===== config.mk =====
export PLATFORM = sky130hd
export DESIGN_NAME = intr_ctrl_top
export DESIGN_NICKNAME = d
export VERILOG_FILES = /design/src/intr_pkg.sv /design/src/tlp_reg_decoder.sv /design/src/reg_cmd_fifo.sv /design/src/intr_ctrl_regs.sv /design/src/intr_ctrl_top.sv
export SDC_FILE = /design/constraint.sdc
export NUM_CORES = 1
export LEC_CHECK = 0
export BUFFER_PORTS_ARGS = -buffer_cell sky130_fd_sc_hd__buf_2
export CAP_MARGIN = 20
export CORE_ASPECT_RATIO = 1.75
export CORE_MARGIN = 8
export CORE_UTILIZATION = 57
export CTS_BUF_LIST = sky130_fd_sc_hd__clkbuf_16
export DETAILED_ROUTE_END_ITERATION = 12
export GPL_TIMING_DRIVEN = 0
export HOLD_SLACK_MARGIN = 0.12
export PLACE_DENSITY_LB_ADDON = 0.05
export SLEW_MARGIN = 20
export SYNTH_ARGS = -nofsm -noshare
export SYNTH_HDL_FRONTEND = slang
export SYNTH_SLANG_ARGS = --single-unit

===== constraint.sdc =====
create_clock -name trn_clk -period 4.4 [get_ports trn_clk]
set_input_delay 0.88 -clock trn_clk [delete_from_list [all_inputs] [get_ports trn_clk]]
set_output_delay 0.88 -clock trn_clk [all_outputs]
set_load 0.03 [all_outputs]

===== src/intr_pkg.sv =====
`default_nettype none

package intr_pkg;

    //////////////////////////////////////////////////////////////////////
    // tlp header codes and bar select
    //////////////////////////////////////////////////////////////////////

    localparam logic [6:0] MEM_WR32_FMT_TYPE = 7'b10_00000;    // 3dw header with data
    localparam logic [6:0] MEM_WR64_FMT_TYPE = 7'b11_00000;    // 4dw header with data

    localparam int REG_BAR = 2;                                 // active-low hit bit

    //////////////////////////////////////////////////////////////////////
    // register map, dword offsets inside the bar
    //////////////////////////////////////////////////////////////////////

    localparam logic [5:0] OFS_ENABLE  = 6'h08;
    localparam logic [5:0] OFS_DISABLE = 6'h09;
    localparam logic [5:0] OFS_PERIOD  = 6'h0A;
    localparam logic [5:0] OFS_RTT     = 6'h0B;   // round-trip test irq

    localparam logic [31:0] PERIOD_RESET = 32'h0003_D090;

    // command fifo sizing
    localparam int CMD_FIFO_DEPTH = 4;
    localparam int CMD_PTR_W      = $clog2(CMD_FIFO_DEPTH);
    localparam int CMD_CNT_W      = $clog2(CMD_FIFO_DEPTH + 1);

    typedef enum logic [1:0] {
        OP_ENABLE  = 2'd0,
        OP_DISABLE = 2'd1,
        OP_PERIOD  = 2'd2,
        OP_RTT     = 2'd3
    } reg_op_e;

    typedef enum logic [1:0] {
        DEC_IDLE      = 2'd0,    // waiting for a header
        DEC_MW32      = 2'd1,    // addr + data beat of a 3dw write
        DEC_MW64_ADDR = 2'd2,    // addr beat of a 4dw write
        DEC_MW64_DATA = 2'd3     // data beat of a 4dw period write
    } dec_state_e;

endpackage

`default_nettype wire


===== src/tlp_reg_decoder.sv =====
`timescale 1ns/1ps
`default_nettype none

module tlp_reg_decoder
    import intr_pkg::*;
(
    input  wire         trn_clk,
    input  wire         reset,

    // trn receive side, observed only
    input  wire  [63:0] trn_rd_i,
    input  wire         trn_rsof_n_i,
    input  wire         trn_rsrc_rdy_n_i,
    input  wire         trn_rdst_rdy_n_i,
    input  wire  [6:0]  trn_rbar_hit_n_i,

    // command push toward the fifo
    output logic        cmd_wr_o,
    output reg_op_e     cmd_op_o,
    output logic [31:0] cmd_data_o
);

    dec_state_e  state_q;
    logic        beat;          // beat accepted by both ends
    logic        hdr_hit;       // sof on the register bar
    logic [6:0]  fmt_type;
    logic [5:0]  ofs;
    logic        ofs_hit;
    reg_op_e     ofs_op;

    //////////////////////////////////////////////////////////////////////
    // beat qualification and offset decode
    //////////////////////////////////////////////////////////////////////

    assign beat     = !trn_rsrc_rdy_n_i && !trn_rdst_rdy_n_i;
    assign hdr_hit  = beat && !trn_rsof_n_i && !trn_rbar_hit_n_i[REG_BAR];
    assign fmt_type = trn_rd_i[62:56];                  // fmt + type of dw0

    // 3dw write: dw2 sits in the upper half of beat 2
    // 4dw write: low address dword sits in the lower half
    assign ofs = (state_q == DEC_MW32) ? trn_rd_i[39:34] : trn_rd_i[7:2];

    always_comb begin
        ofs_hit = 1'b1;
        ofs_op  = OP_ENABLE;
        case (ofs)
            OFS_ENABLE:  ofs_op = OP_ENABLE;
            OFS_DISABLE: ofs_op = OP_DISABLE;
            OFS_PERIOD:  ofs_op = OP_PERIOD;
            OFS_RTT:     ofs_op = OP_RTT;
            default:     ofs_hit = 1'b0;          // not a control register
        endcase
    end

    //////////////////////////////////////////////////////////////////////
    // tlp tracking fsm
    //////////////////////////////////////////////////////////////////////

    always_ff @(posedge trn_clk) begin
        if (reset) begin
            state_q  <= DEC_IDLE;
            cmd_wr_o <= 1'b0;
        end else begin
            cmd_wr_o <= 1'b0;                            // single-cycle strobe
            case (state_q)
                DEC_IDLE: begin
                    if (hdr_hit) begin
                        if (fmt_type == MEM_WR32_FMT_TYPE) begin
                            state_q <= DEC_MW32;
                        end else if (fmt_type == MEM_WR64_FMT_TYPE) begin
                            state_q <= DEC_MW64_ADDR;
                        end                              // reads, cpl: stay
                    end
                end
                DEC_MW32: begin
                    if (beat) begin
                        state_q  <= DEC_IDLE;
                        cmd_wr_o <= ofs_hit;             // data is in this beat
                    end
                end
                DEC_MW64_ADDR: begin
                    if (beat) begin
                        if (ofs_hit && (ofs_op == OP_PERIOD)) begin
                            state_q <= DEC_MW64_DATA;    // period needs the payload
                        end else begin
                            state_q  <= DEC_IDLE;
                            cmd_wr_o <= ofs_hit;
                        end
                    end
                end
                DEC_MW64_DATA: begin
                    if (beat) begin
                        state_q  <= DEC_IDLE;
                        cmd_wr_o <= 1'b1;
                    end
                end
                default: begin
                    state_q <= DEC_IDLE;
                end
            endcase
        end
    end

    //////////////////////////////////////////////////////////////////////
    // command payload
    //////////////////////////////////////////////////////////////////////

    always_ff @(posedge trn_clk) begin
        if (beat) begin
            case (state_q)
                DEC_MW32: begin
                    cmd_op_o   <= ofs_op;
                    cmd_data_o <= trn_rd_i[31:0];        // dw3, raw host order
                end
                DEC_MW64_ADDR: begin
                    cmd_op_o   <= ofs_op;
                    cmd_data_o <= '0;                    // no payload for these ops
                end
                DEC_MW64_DATA: begin
                    cmd_op_o   <= OP_PERIOD;
                    cmd_data_o <= trn_rd_i[63:32];       // dw4 leads the beat
                end
                default: begin
                    cmd_op_o   <= cmd_op_o;
                    cmd_data_o <= cmd_data_o;
                end
            endcase
        end
    end

endmodule

`default_nettype wire


===== src/reg_cmd_fifo.sv =====
`timescale 1ns/1ps
`default_nettype none

module reg_cmd_fifo
    import intr_pkg::*;
(
    input  wire         trn_clk,
    input  wire         reset,

    // push side
    input  wire         wr_i,
    input  var reg_op_e op_i,
    input  wire  [31:0] data_i,

    // pop side, head valid while not empty
    input  wire         rd_i,
    output reg_op_e     op_o,
    output logic [31:0] data_o,
    output logic        empty_o,
    output logic        full_o
);

    reg_op_e              op_mem   [CMD_FIFO_DEPTH];
    logic [31:0]          data_mem [CMD_FIFO_DEPTH];
    logic [CMD_PTR_W-1:0] wr_ptr_q;
    logic [CMD_PTR_W-1:0] rd_ptr_q;
    logic [CMD_CNT_W-1:0] count_q;
    logic                 push;
    logic                 pop;

    assign push = wr_i && !full_o;
    assign pop  = rd_i && !empty_o;

    // storage, no reset on payload
    always_ff @(posedge trn_clk) begin
        if (push) begin
            op_mem[wr_ptr_q]   <= op_i;
            data_mem[wr_ptr_q] <= data_i;
        end
    end

    always_ff @(posedge trn_clk) begin
        if (reset) begin
            wr_ptr_q <= '0;
            rd_ptr_q <= '0;
            count_q  <= '0;
        end else begin
            if (push) begin
                wr_ptr_q <= (wr_ptr_q == CMD_PTR_W'(CMD_FIFO_DEPTH - 1)) ? '0 : wr_ptr_q + 1'b1;
            end
            if (pop) begin
                rd_ptr_q <= (rd_ptr_q == CMD_PTR_W'(CMD_FIFO_DEPTH - 1)) ? '0 : rd_ptr_q + 1'b1;
            end
            case ({push, pop})
                2'b10:   count_q <= count_q + 1'b1;
                2'b01:   count_q <= count_q - 1'b1;
                default: count_q <= count_q;     // idle or both at once
            endcase
        end
    end

    assign op_o    = op_mem[rd_ptr_q];                  // head, combinational
    assign data_o  = data_mem[rd_ptr_q];
    assign empty_o = (count_q == '0);
    assign full_o  = (count_q == CMD_CNT_W'(CMD_FIFO_DEPTH));

    a_no_wr_full: assert property (
        @(posedge trn_clk) disable iff (reset)
        wr_i |-> !full_o
    ) else $error("command fifo written while full");

    a_no_rd_empty: assert property (
        @(posedge trn_clk) disable iff (reset)
        rd_i |-> !empty_o
    ) else $error("command fifo read while empty");

endmodule

`default_nettype wire


===== src/intr_ctrl_regs.sv =====
`timescale 1ns/1ps
`default_nettype none

module intr_ctrl_regs
    import intr_pkg::*;
(
    input  wire         trn_clk,
    input  wire         reset,

    // command fifo head
    input  wire         cmd_empty_i,
    input  var reg_op_e cmd_op_i,
    input  wire  [31:0] cmd_data_i,
    output logic        cmd_rd_o,

    // levels for the dma engine
    output logic        interrupts_enabled_o,
    output logic [31:0] interrupt_period_o,

    // core interrupt handshake
    output logic        cfg_interrupt_n_o,
    input  wire         cfg_interrupt_rdy_n_i
);

    typedef enum logic {
        IRQ_IDLE = 1'b0,
        IRQ_WAIT = 1'b1     // request out, waiting for rdy
    } irq_state_e;

    irq_state_e  irq_state_q;
    logic        period_busy_q;     // swapped value waiting to commit
    logic [31:0] period_swap_q;
    logic        pop_enable;
    logic        pop_disable;
    logic        pop_period;
    logic        pop_rtt;

    //////////////////////////////////////////////////////////////////////
    // command pop
    //////////////////////////////////////////////////////////////////////

    assign cmd_rd_o    = !cmd_empty_i && !period_busy_q;   // hold off during commit
    assign pop_enable  = cmd_rd_o && (cmd_op_i == OP_ENABLE);
    assign pop_disable = cmd_rd_o && (cmd_op_i == OP_DISABLE);
    assign pop_period  = cmd_rd_o && (cmd_op_i == OP_PERIOD);
    assign pop_rtt     = cmd_rd_o && (cmd_op_i == OP_RTT);

    // host writes little endian, trn data is big endian
    always_ff @(posedge trn_clk) begin
        if (pop_period) begin
            period_swap_q <= {cmd_data_i[7:0], cmd_data_i[15:8],
                              cmd_data_i[23:16], cmd_data_i[31:24]};
        end
    end

    //////////////////////////////////////////////////////////////////////
    // enable and period registers
    //////////////////////////////////////////////////////////////////////

    always_ff @(posedge trn_clk) begin
        if (reset) begin
            interrupts_enabled_o <= 1'b1;
            interrupt_period_o   <= PERIOD_RESET;
            period_busy_q        <= 1'b0;
        end else begin
            if (pop_enable) begin
                interrupts_enabled_o <= 1'b1;
            end else if (pop_disable) begin
                interrupts_enabled_o <= 1'b0;
            end
            period_busy_q <= pop_period;                   // one-cycle commit slot
            if (period_busy_q) begin
                interrupt_period_o <= {2'b00, period_swap_q[31:2]};  // bytes to dwords
            end
        end
    end

    //////////////////////////////////////////////////////////////////////
    // round-trip test interrupt
    //////////////////////////////////////////////////////////////////////

    always_ff @(posedge trn_clk) begin
        if (reset) begin
            irq_state_q       <= IRQ_IDLE;
            cfg_interrupt_n_o <= 1'b1;
        end else begin
            case (irq_state_q)
                IRQ_IDLE: begin
                    if (pop_rtt) begin
                        irq_state_q       <= IRQ_WAIT;
                        cfg_interrupt_n_o <= 1'b0;       // request to the core
                    end
                end
                IRQ_WAIT: begin
                    // rtt pops here fold into the pending request
                    if (!cfg_interrupt_rdy_n_i) begin
                        irq_state_q       <= IRQ_IDLE;
                        cfg_interrupt_n_o <= 1'b1;
                    end
                end
                default: begin
                    irq_state_q       <= IRQ_IDLE;
                    cfg_interrupt_n_o <= 1'b1;
                end
            endcase
        end
    end

    // request only drops after the core has acked it, or on reset
    a_irq_release: assert property (
        @(posedge trn_clk) disable iff (reset)
        $rose(cfg_interrupt_n_o) |-> ($past(reset) || !$past(cfg_interrupt_rdy_n_i))
    ) else $error("cfg_interrupt_n released without cfg_interrupt_rdy_n");

endmodule

`default_nettype wire


===== src/intr_ctrl_top.sv =====
`timescale 1ns/1ps
`default_nettype none

module intr_ctrl_top
    import intr_pkg::*;
(
    input  wire         trn_clk,
    input  wire         reset,

    // trn receive stream, monitored
    input  wire  [63:0] trn_rd_i,
    input  wire         trn_rsof_n_i,
    input  wire         trn_rsrc_rdy_n_i,
    input  wire         trn_rdst_rdy_n_i,
    input  wire  [6:0]  trn_rbar_hit_n_i,

    // core interrupt and dma-side levels
    input  wire         cfg_interrupt_rdy_n_i,
    output logic        cfg_interrupt_n_o,
    output logic        interrupts_enabled_o,
    output logic [31:0] interrupt_period_o
);

    logic        cmd_wr;        // decoder push
    reg_op_e     cmd_op;
    logic [31:0] cmd_data;
    logic        cmd_rd;        // controller pop
    reg_op_e     head_op;
    logic [31:0] head_data;
    logic        cmd_empty;
    logic        cmd_full;

    tlp_reg_decoder tlp_reg_decoder_inst (
        .trn_clk          (trn_clk),
        .reset            (reset),
        .trn_rd_i         (trn_rd_i),
        .trn_rsof_n_i     (trn_rsof_n_i),
        .trn_rsrc_rdy_n_i (trn_rsrc_rdy_n_i),
        .trn_rdst_rdy_n_i (trn_rdst_rdy_n_i),
        .trn_rbar_hit_n_i (trn_rbar_hit_n_i),
        .cmd_wr_o         (cmd_wr),
        .cmd_op_o         (cmd_op),
        .cmd_data_o       (cmd_data)
    );

    reg_cmd_fifo reg_cmd_fifo_inst (
        .trn_clk (trn_clk),
        .reset   (reset),
        .wr_i    (cmd_wr),
        .op_i    (cmd_op),
        .data_i  (cmd_data),
        .rd_i    (cmd_rd),
        .op_o    (head_op),
        .data_o  (head_data),
        .empty_o (cmd_empty),
        .full_o  (cmd_full)
    );

    intr_ctrl_regs intr_ctrl_regs_inst (
        .trn_clk               (trn_clk),
        .reset                 (reset),
        .cmd_empty_i           (cmd_empty),
        .cmd_op_i              (head_op),
        .cmd_data_i            (head_data),
        .cmd_rd_o              (cmd_rd),
        .interrupts_enabled_o  (interrupts_enabled_o),
        .interrupt_period_o    (interrupt_period_o),
        .cfg_interrupt_n_o     (cfg_interrupt_n_o),
        .cfg_interrupt_rdy_n_i (cfg_interrupt_rdy_n_i)
    );

    // decoder rate vs controller drain keeps the fifo from filling
    a_cmd_no_overflow: assert property (
        @(posedge trn_clk) disable iff (reset)
        cmd_wr |-> !cmd_full
    ) else $error("register command arrived with the fifo full");

endmodule

`default_nettype wire


==> impl_metrics.json <==
{
  "drtIter0Drc": 219,
  "start_kind": "flop",
  "synth_top_cell_area_share_pct": 64.9,
  "viasPerCell": 5.61,
  "wl_microns": 16500,
  "cts_buffer_depth": 3,
  "powerDensity_nw_per_um2": 504,
  "numPortBuffers": 99,
  "ys_seq_elements": 236,
  "p_leak_nw": 3.63,
  "grt_pass1_wl_microns": 26100,
  "drive_gt1_share_pct": 29.5,
  "vias": 4574,
  "postCtsSetupRepairBufs": 0,
  "outcome": "completed",
  "fin_cells": 816,
  "critPathArrivalTime_ns": 2.70,
  "wl_per_cell_microns": 20.2,
  "yosys-top-cells-area": "edfxtp_1 (65%), dfxtp_1 (10%), mux4_2 (8.2%)",
  "core_sq_um": 15200,
  "gp_congestion": 0.743,
  "hpwl_microns": 11500,
  "area.growth.synth_to_final_pct": 16.8,
  "ys_async_sr_fraction_pct": 0,
  "multiInputGateArea_sq_um": 2020,
  "antenna_left": 0,
  "fmax_mhz": 424,
  "rrSetupSlack_ns": 2.04,
  "cts_buffers": 21,
  "synth-seq-area-share_pct": 75.4,
  "start_util_pct": 57.7,
  "hold_viol_final": 0,
  "grt_max_degree": 25,
  "syn_avg_cell_area_sq_um": 18.1,
  "gr-total-overflow": 0,
  "drv_cap": 0,
  "clock_skew_ns": 0.00922,
  "die_h_microns": 180,
  "cts_root_buffer": "clkbuf_16",
  "fillers": 1046,
  "grt_pass1_vias": 4979,
  "regArea_sq_um": 6630,
  "dr.pass1.iters": 4,
  "cts_tree": "yes",
  "relSlewSlack_pct": 32.6,
  "ios": 111,
  "end_kind": "flop",
  "required_ns": 4.74,
  "rsz0062_at_grt": "false",
  "period_needed_ns": 2.36,
  "yosysTopAreaCell": "edfxtp_1",
  "power_mw": 5.17,
  "holdCritStartpoint": "intr_ctrl_regs_inst.period_swap_q[9]$_DFFE_PP_",
  "worstHoldPathType": "flop to flop",
  "slew_viol_final": 0,
  "crit_chain": "inv_1, ha_1, clkbuf_1, nor2_1, clkbuf_1, a22o_1",
  "nets": 704,
  "synth_cell_types": 40,
  "netlist_area_sq_um": 8790,
  "critPathKind": "flop to flop",
  "cp_common_cell": "clkbuf_1",
  "peakVddDrop_uv": 361,
  "startpoint": "tlp_reg_decoder_inst.state_q[0]$_SDFFE_PP0P_",
  "gr-usage-all-layers_pct": 17.1,
  "clock_sinks": 236,
  "fp-row-count": 60,
  "clk_latency_ns": 0.49,
  "netlist_instances": 485,
  "finalSetupViolations": 0,
  "ctsResizeCount": 0,
  "fp.dieW_microns": 110,
  "drc": 0,
  "max_slew.worst_pin.slew_ns": 1.01,
  "critPathSlowestCell": "clkbuf_1",
  "hold_buffers": 0,
  "crit_fanout": 10,
  "antennaDiodeCount": 0,
  "dieArea_sq_um": 19800,
  "antenna_found_initial": 0,
  "period_share_pct": 53.7,
  "ctsHtreeMaxLevel": 1,
  "ys.flop_type": "edfxtp_1",
  "rr_startpoint": "tlp_reg_decoder_inst.state_q[0]$_SDFFE_PP0P_",
  "place_inst": 779,
  "clkSlewWorstSetupHoldPaths_ns": 0.07,
  "synth-edff-count": 190,
  "slowest_delay_ns": 0.58,
  "ys_warn_count": 0
}
==> cell usage in the layout (no fill, tap or decap), types with 9 or more instances in the layout <==
cell type / Yosys / layout
clkbuf_16: 0 / 21
clkbuf_1: 15 / 15
nor2_1: 33 / 32
nand2_1: 18 / 18
dfxtp_1: 46 / 46
edfxtp_1: 190 / 190
buf_2: 5 / 104
mux2i_1: 34 / 34
a22o_1: 25 / 25
inv_1: 15 / 23
ha_1: 10 / 10
mux4_2: 32 / 32
o21ai_0: 9 / 9
==> report_power, final <==
part,total [mW],internal [mW],switching [mW],leakage [nW]
Combinational,0.879,0.377,0.502,1.23
Clock,1.61,0.868,0.741,0.311
Sequential,2.68,2.61,0.0734,2.09
==> kinds of logic after synthesis <==
family,synth area share [%]
buffers and inverters,1.86
muxes,12.2
xor gates and xnor gates,0.199
other,0.0427
and+or+nand+nor,4.21
AOI/OAI and AO/OA,4.47
adders and majority gates,1.65
DFF,75.4
==> cell usage after synthesis (3+ instances only) <==
cell type,number
buf_2,5
and2_1,5
a22o_1,25
inv_1,15
mux4_2,32
nor3_1,6
clkbuf_1,15
mux2i_1,34
buf_1,3
nor2_1,33
nand2b_1,5
o21ai_0,9
dfxtp_1,46
a21oi_1,6
edfxtp_1,190
ha_1,10
nand2_1,18
==> stage by stage <==
stage	area (sq um)	setup WS (ns)	utilization [%]	hold WS, ns	setup TNS, ns
global route	10300	1.89	67.4	0.494	0
finish	10300	2.04	67.4	0.467	0
CTS	10300	2.04	67.4	0.471	0
global placement	9520	-0.785	62.5	0.439	-23.67
detailed placement	9670	1.74	63.4	0.458	0
floorplan	8800	0.768	-	0.438	0
==> cell type report <==
| class | count | share of cell area, % |
|---|---|---|
| sequential | 236 | 64.5 |
| buffer | 25 | 1.05 |
| clock inverter | 16 | 0.743 |
| clock buffer | 21 | 5.12 |
| timing repair buffer | 107 | 6.04 |
| multi-input combinational | 210 | 19.7 |
| inverter | 15 | 0.548 |
| tap | 186 | 2.27 |
==> registers in the layout, indices dropped and copies added (netlist names), named ones only <==
register / flops
intr_ctrl_regs_inst.period_swap_q: 30
reg_cmd_fifo_inst.op_mem: 8
intr_ctrl_regs_inst.cfg_interrupt_n_o: 1
tlp_reg_decoder_inst.cmd_op_o: 2
reg_cmd_fifo_inst.data_mem: 120
intr_ctrl_regs_inst.period_busy_q: 1
reg_cmd_fifo_inst.rd_ptr_q: 2
tlp_reg_decoder_inst.state_q: 2
reg_cmd_fifo_inst.count_q: 3
intr_ctrl_regs_inst.irq_state_q: 1
tlp_reg_decoder_inst.cmd_wr_o: 1
reg_cmd_fifo_inst.wr_ptr_q: 2
intr_ctrl_regs_inst.interrupts_enabled_o: 1
tlp_reg_decoder_inst.cmd_data_o: 30
intr_ctrl_regs_inst.interrupt_period_o: 30
==> metal layers <==
metal / part of all wire (%) / track usage [%] / wire length [microns] / up-vias
li1: - / - / - / 2138
met1: 40 / 20.6 / 6530 / 2271
met2: 54 / 30.2 / 8860 / 134
met3: 4.8 / 2.97 / 786 / 31
met4: 1.9 / 4.84 / 316 / 0
met5: 0 / 0 / 0 / -
==> critical path: cells and delay by family (launching register included) <==
kind | cells | cell delay [ns]
AOI/OAI and AO/OA | 1 | 0.27
buffers and inverters | 3 | 0.89
and+or+nand+nor | 1 | 0.46
adders and majority gates | 1 | 0.21
DFF | 1 | 0.38
==> final timing paths <==
check                                                                end  cells after the start
setup / recovery           tlp_reg_decoder_inst.cmd_data_o[28]$_DFFE_PP_                      6
hold / removal    intr_ctrl_regs_inst.interrupt_period_o[7]$_SDFFE_PP1P_                      2
setup reg to reg           tlp_reg_decoder_inst.cmd_data_o[28]$_DFFE_PP_                      6
hold reg to reg   intr_ctrl_regs_inst.interrupt_period_o[7]$_SDFFE_PP1P_                      2
(Power assumes the default switching activity.)
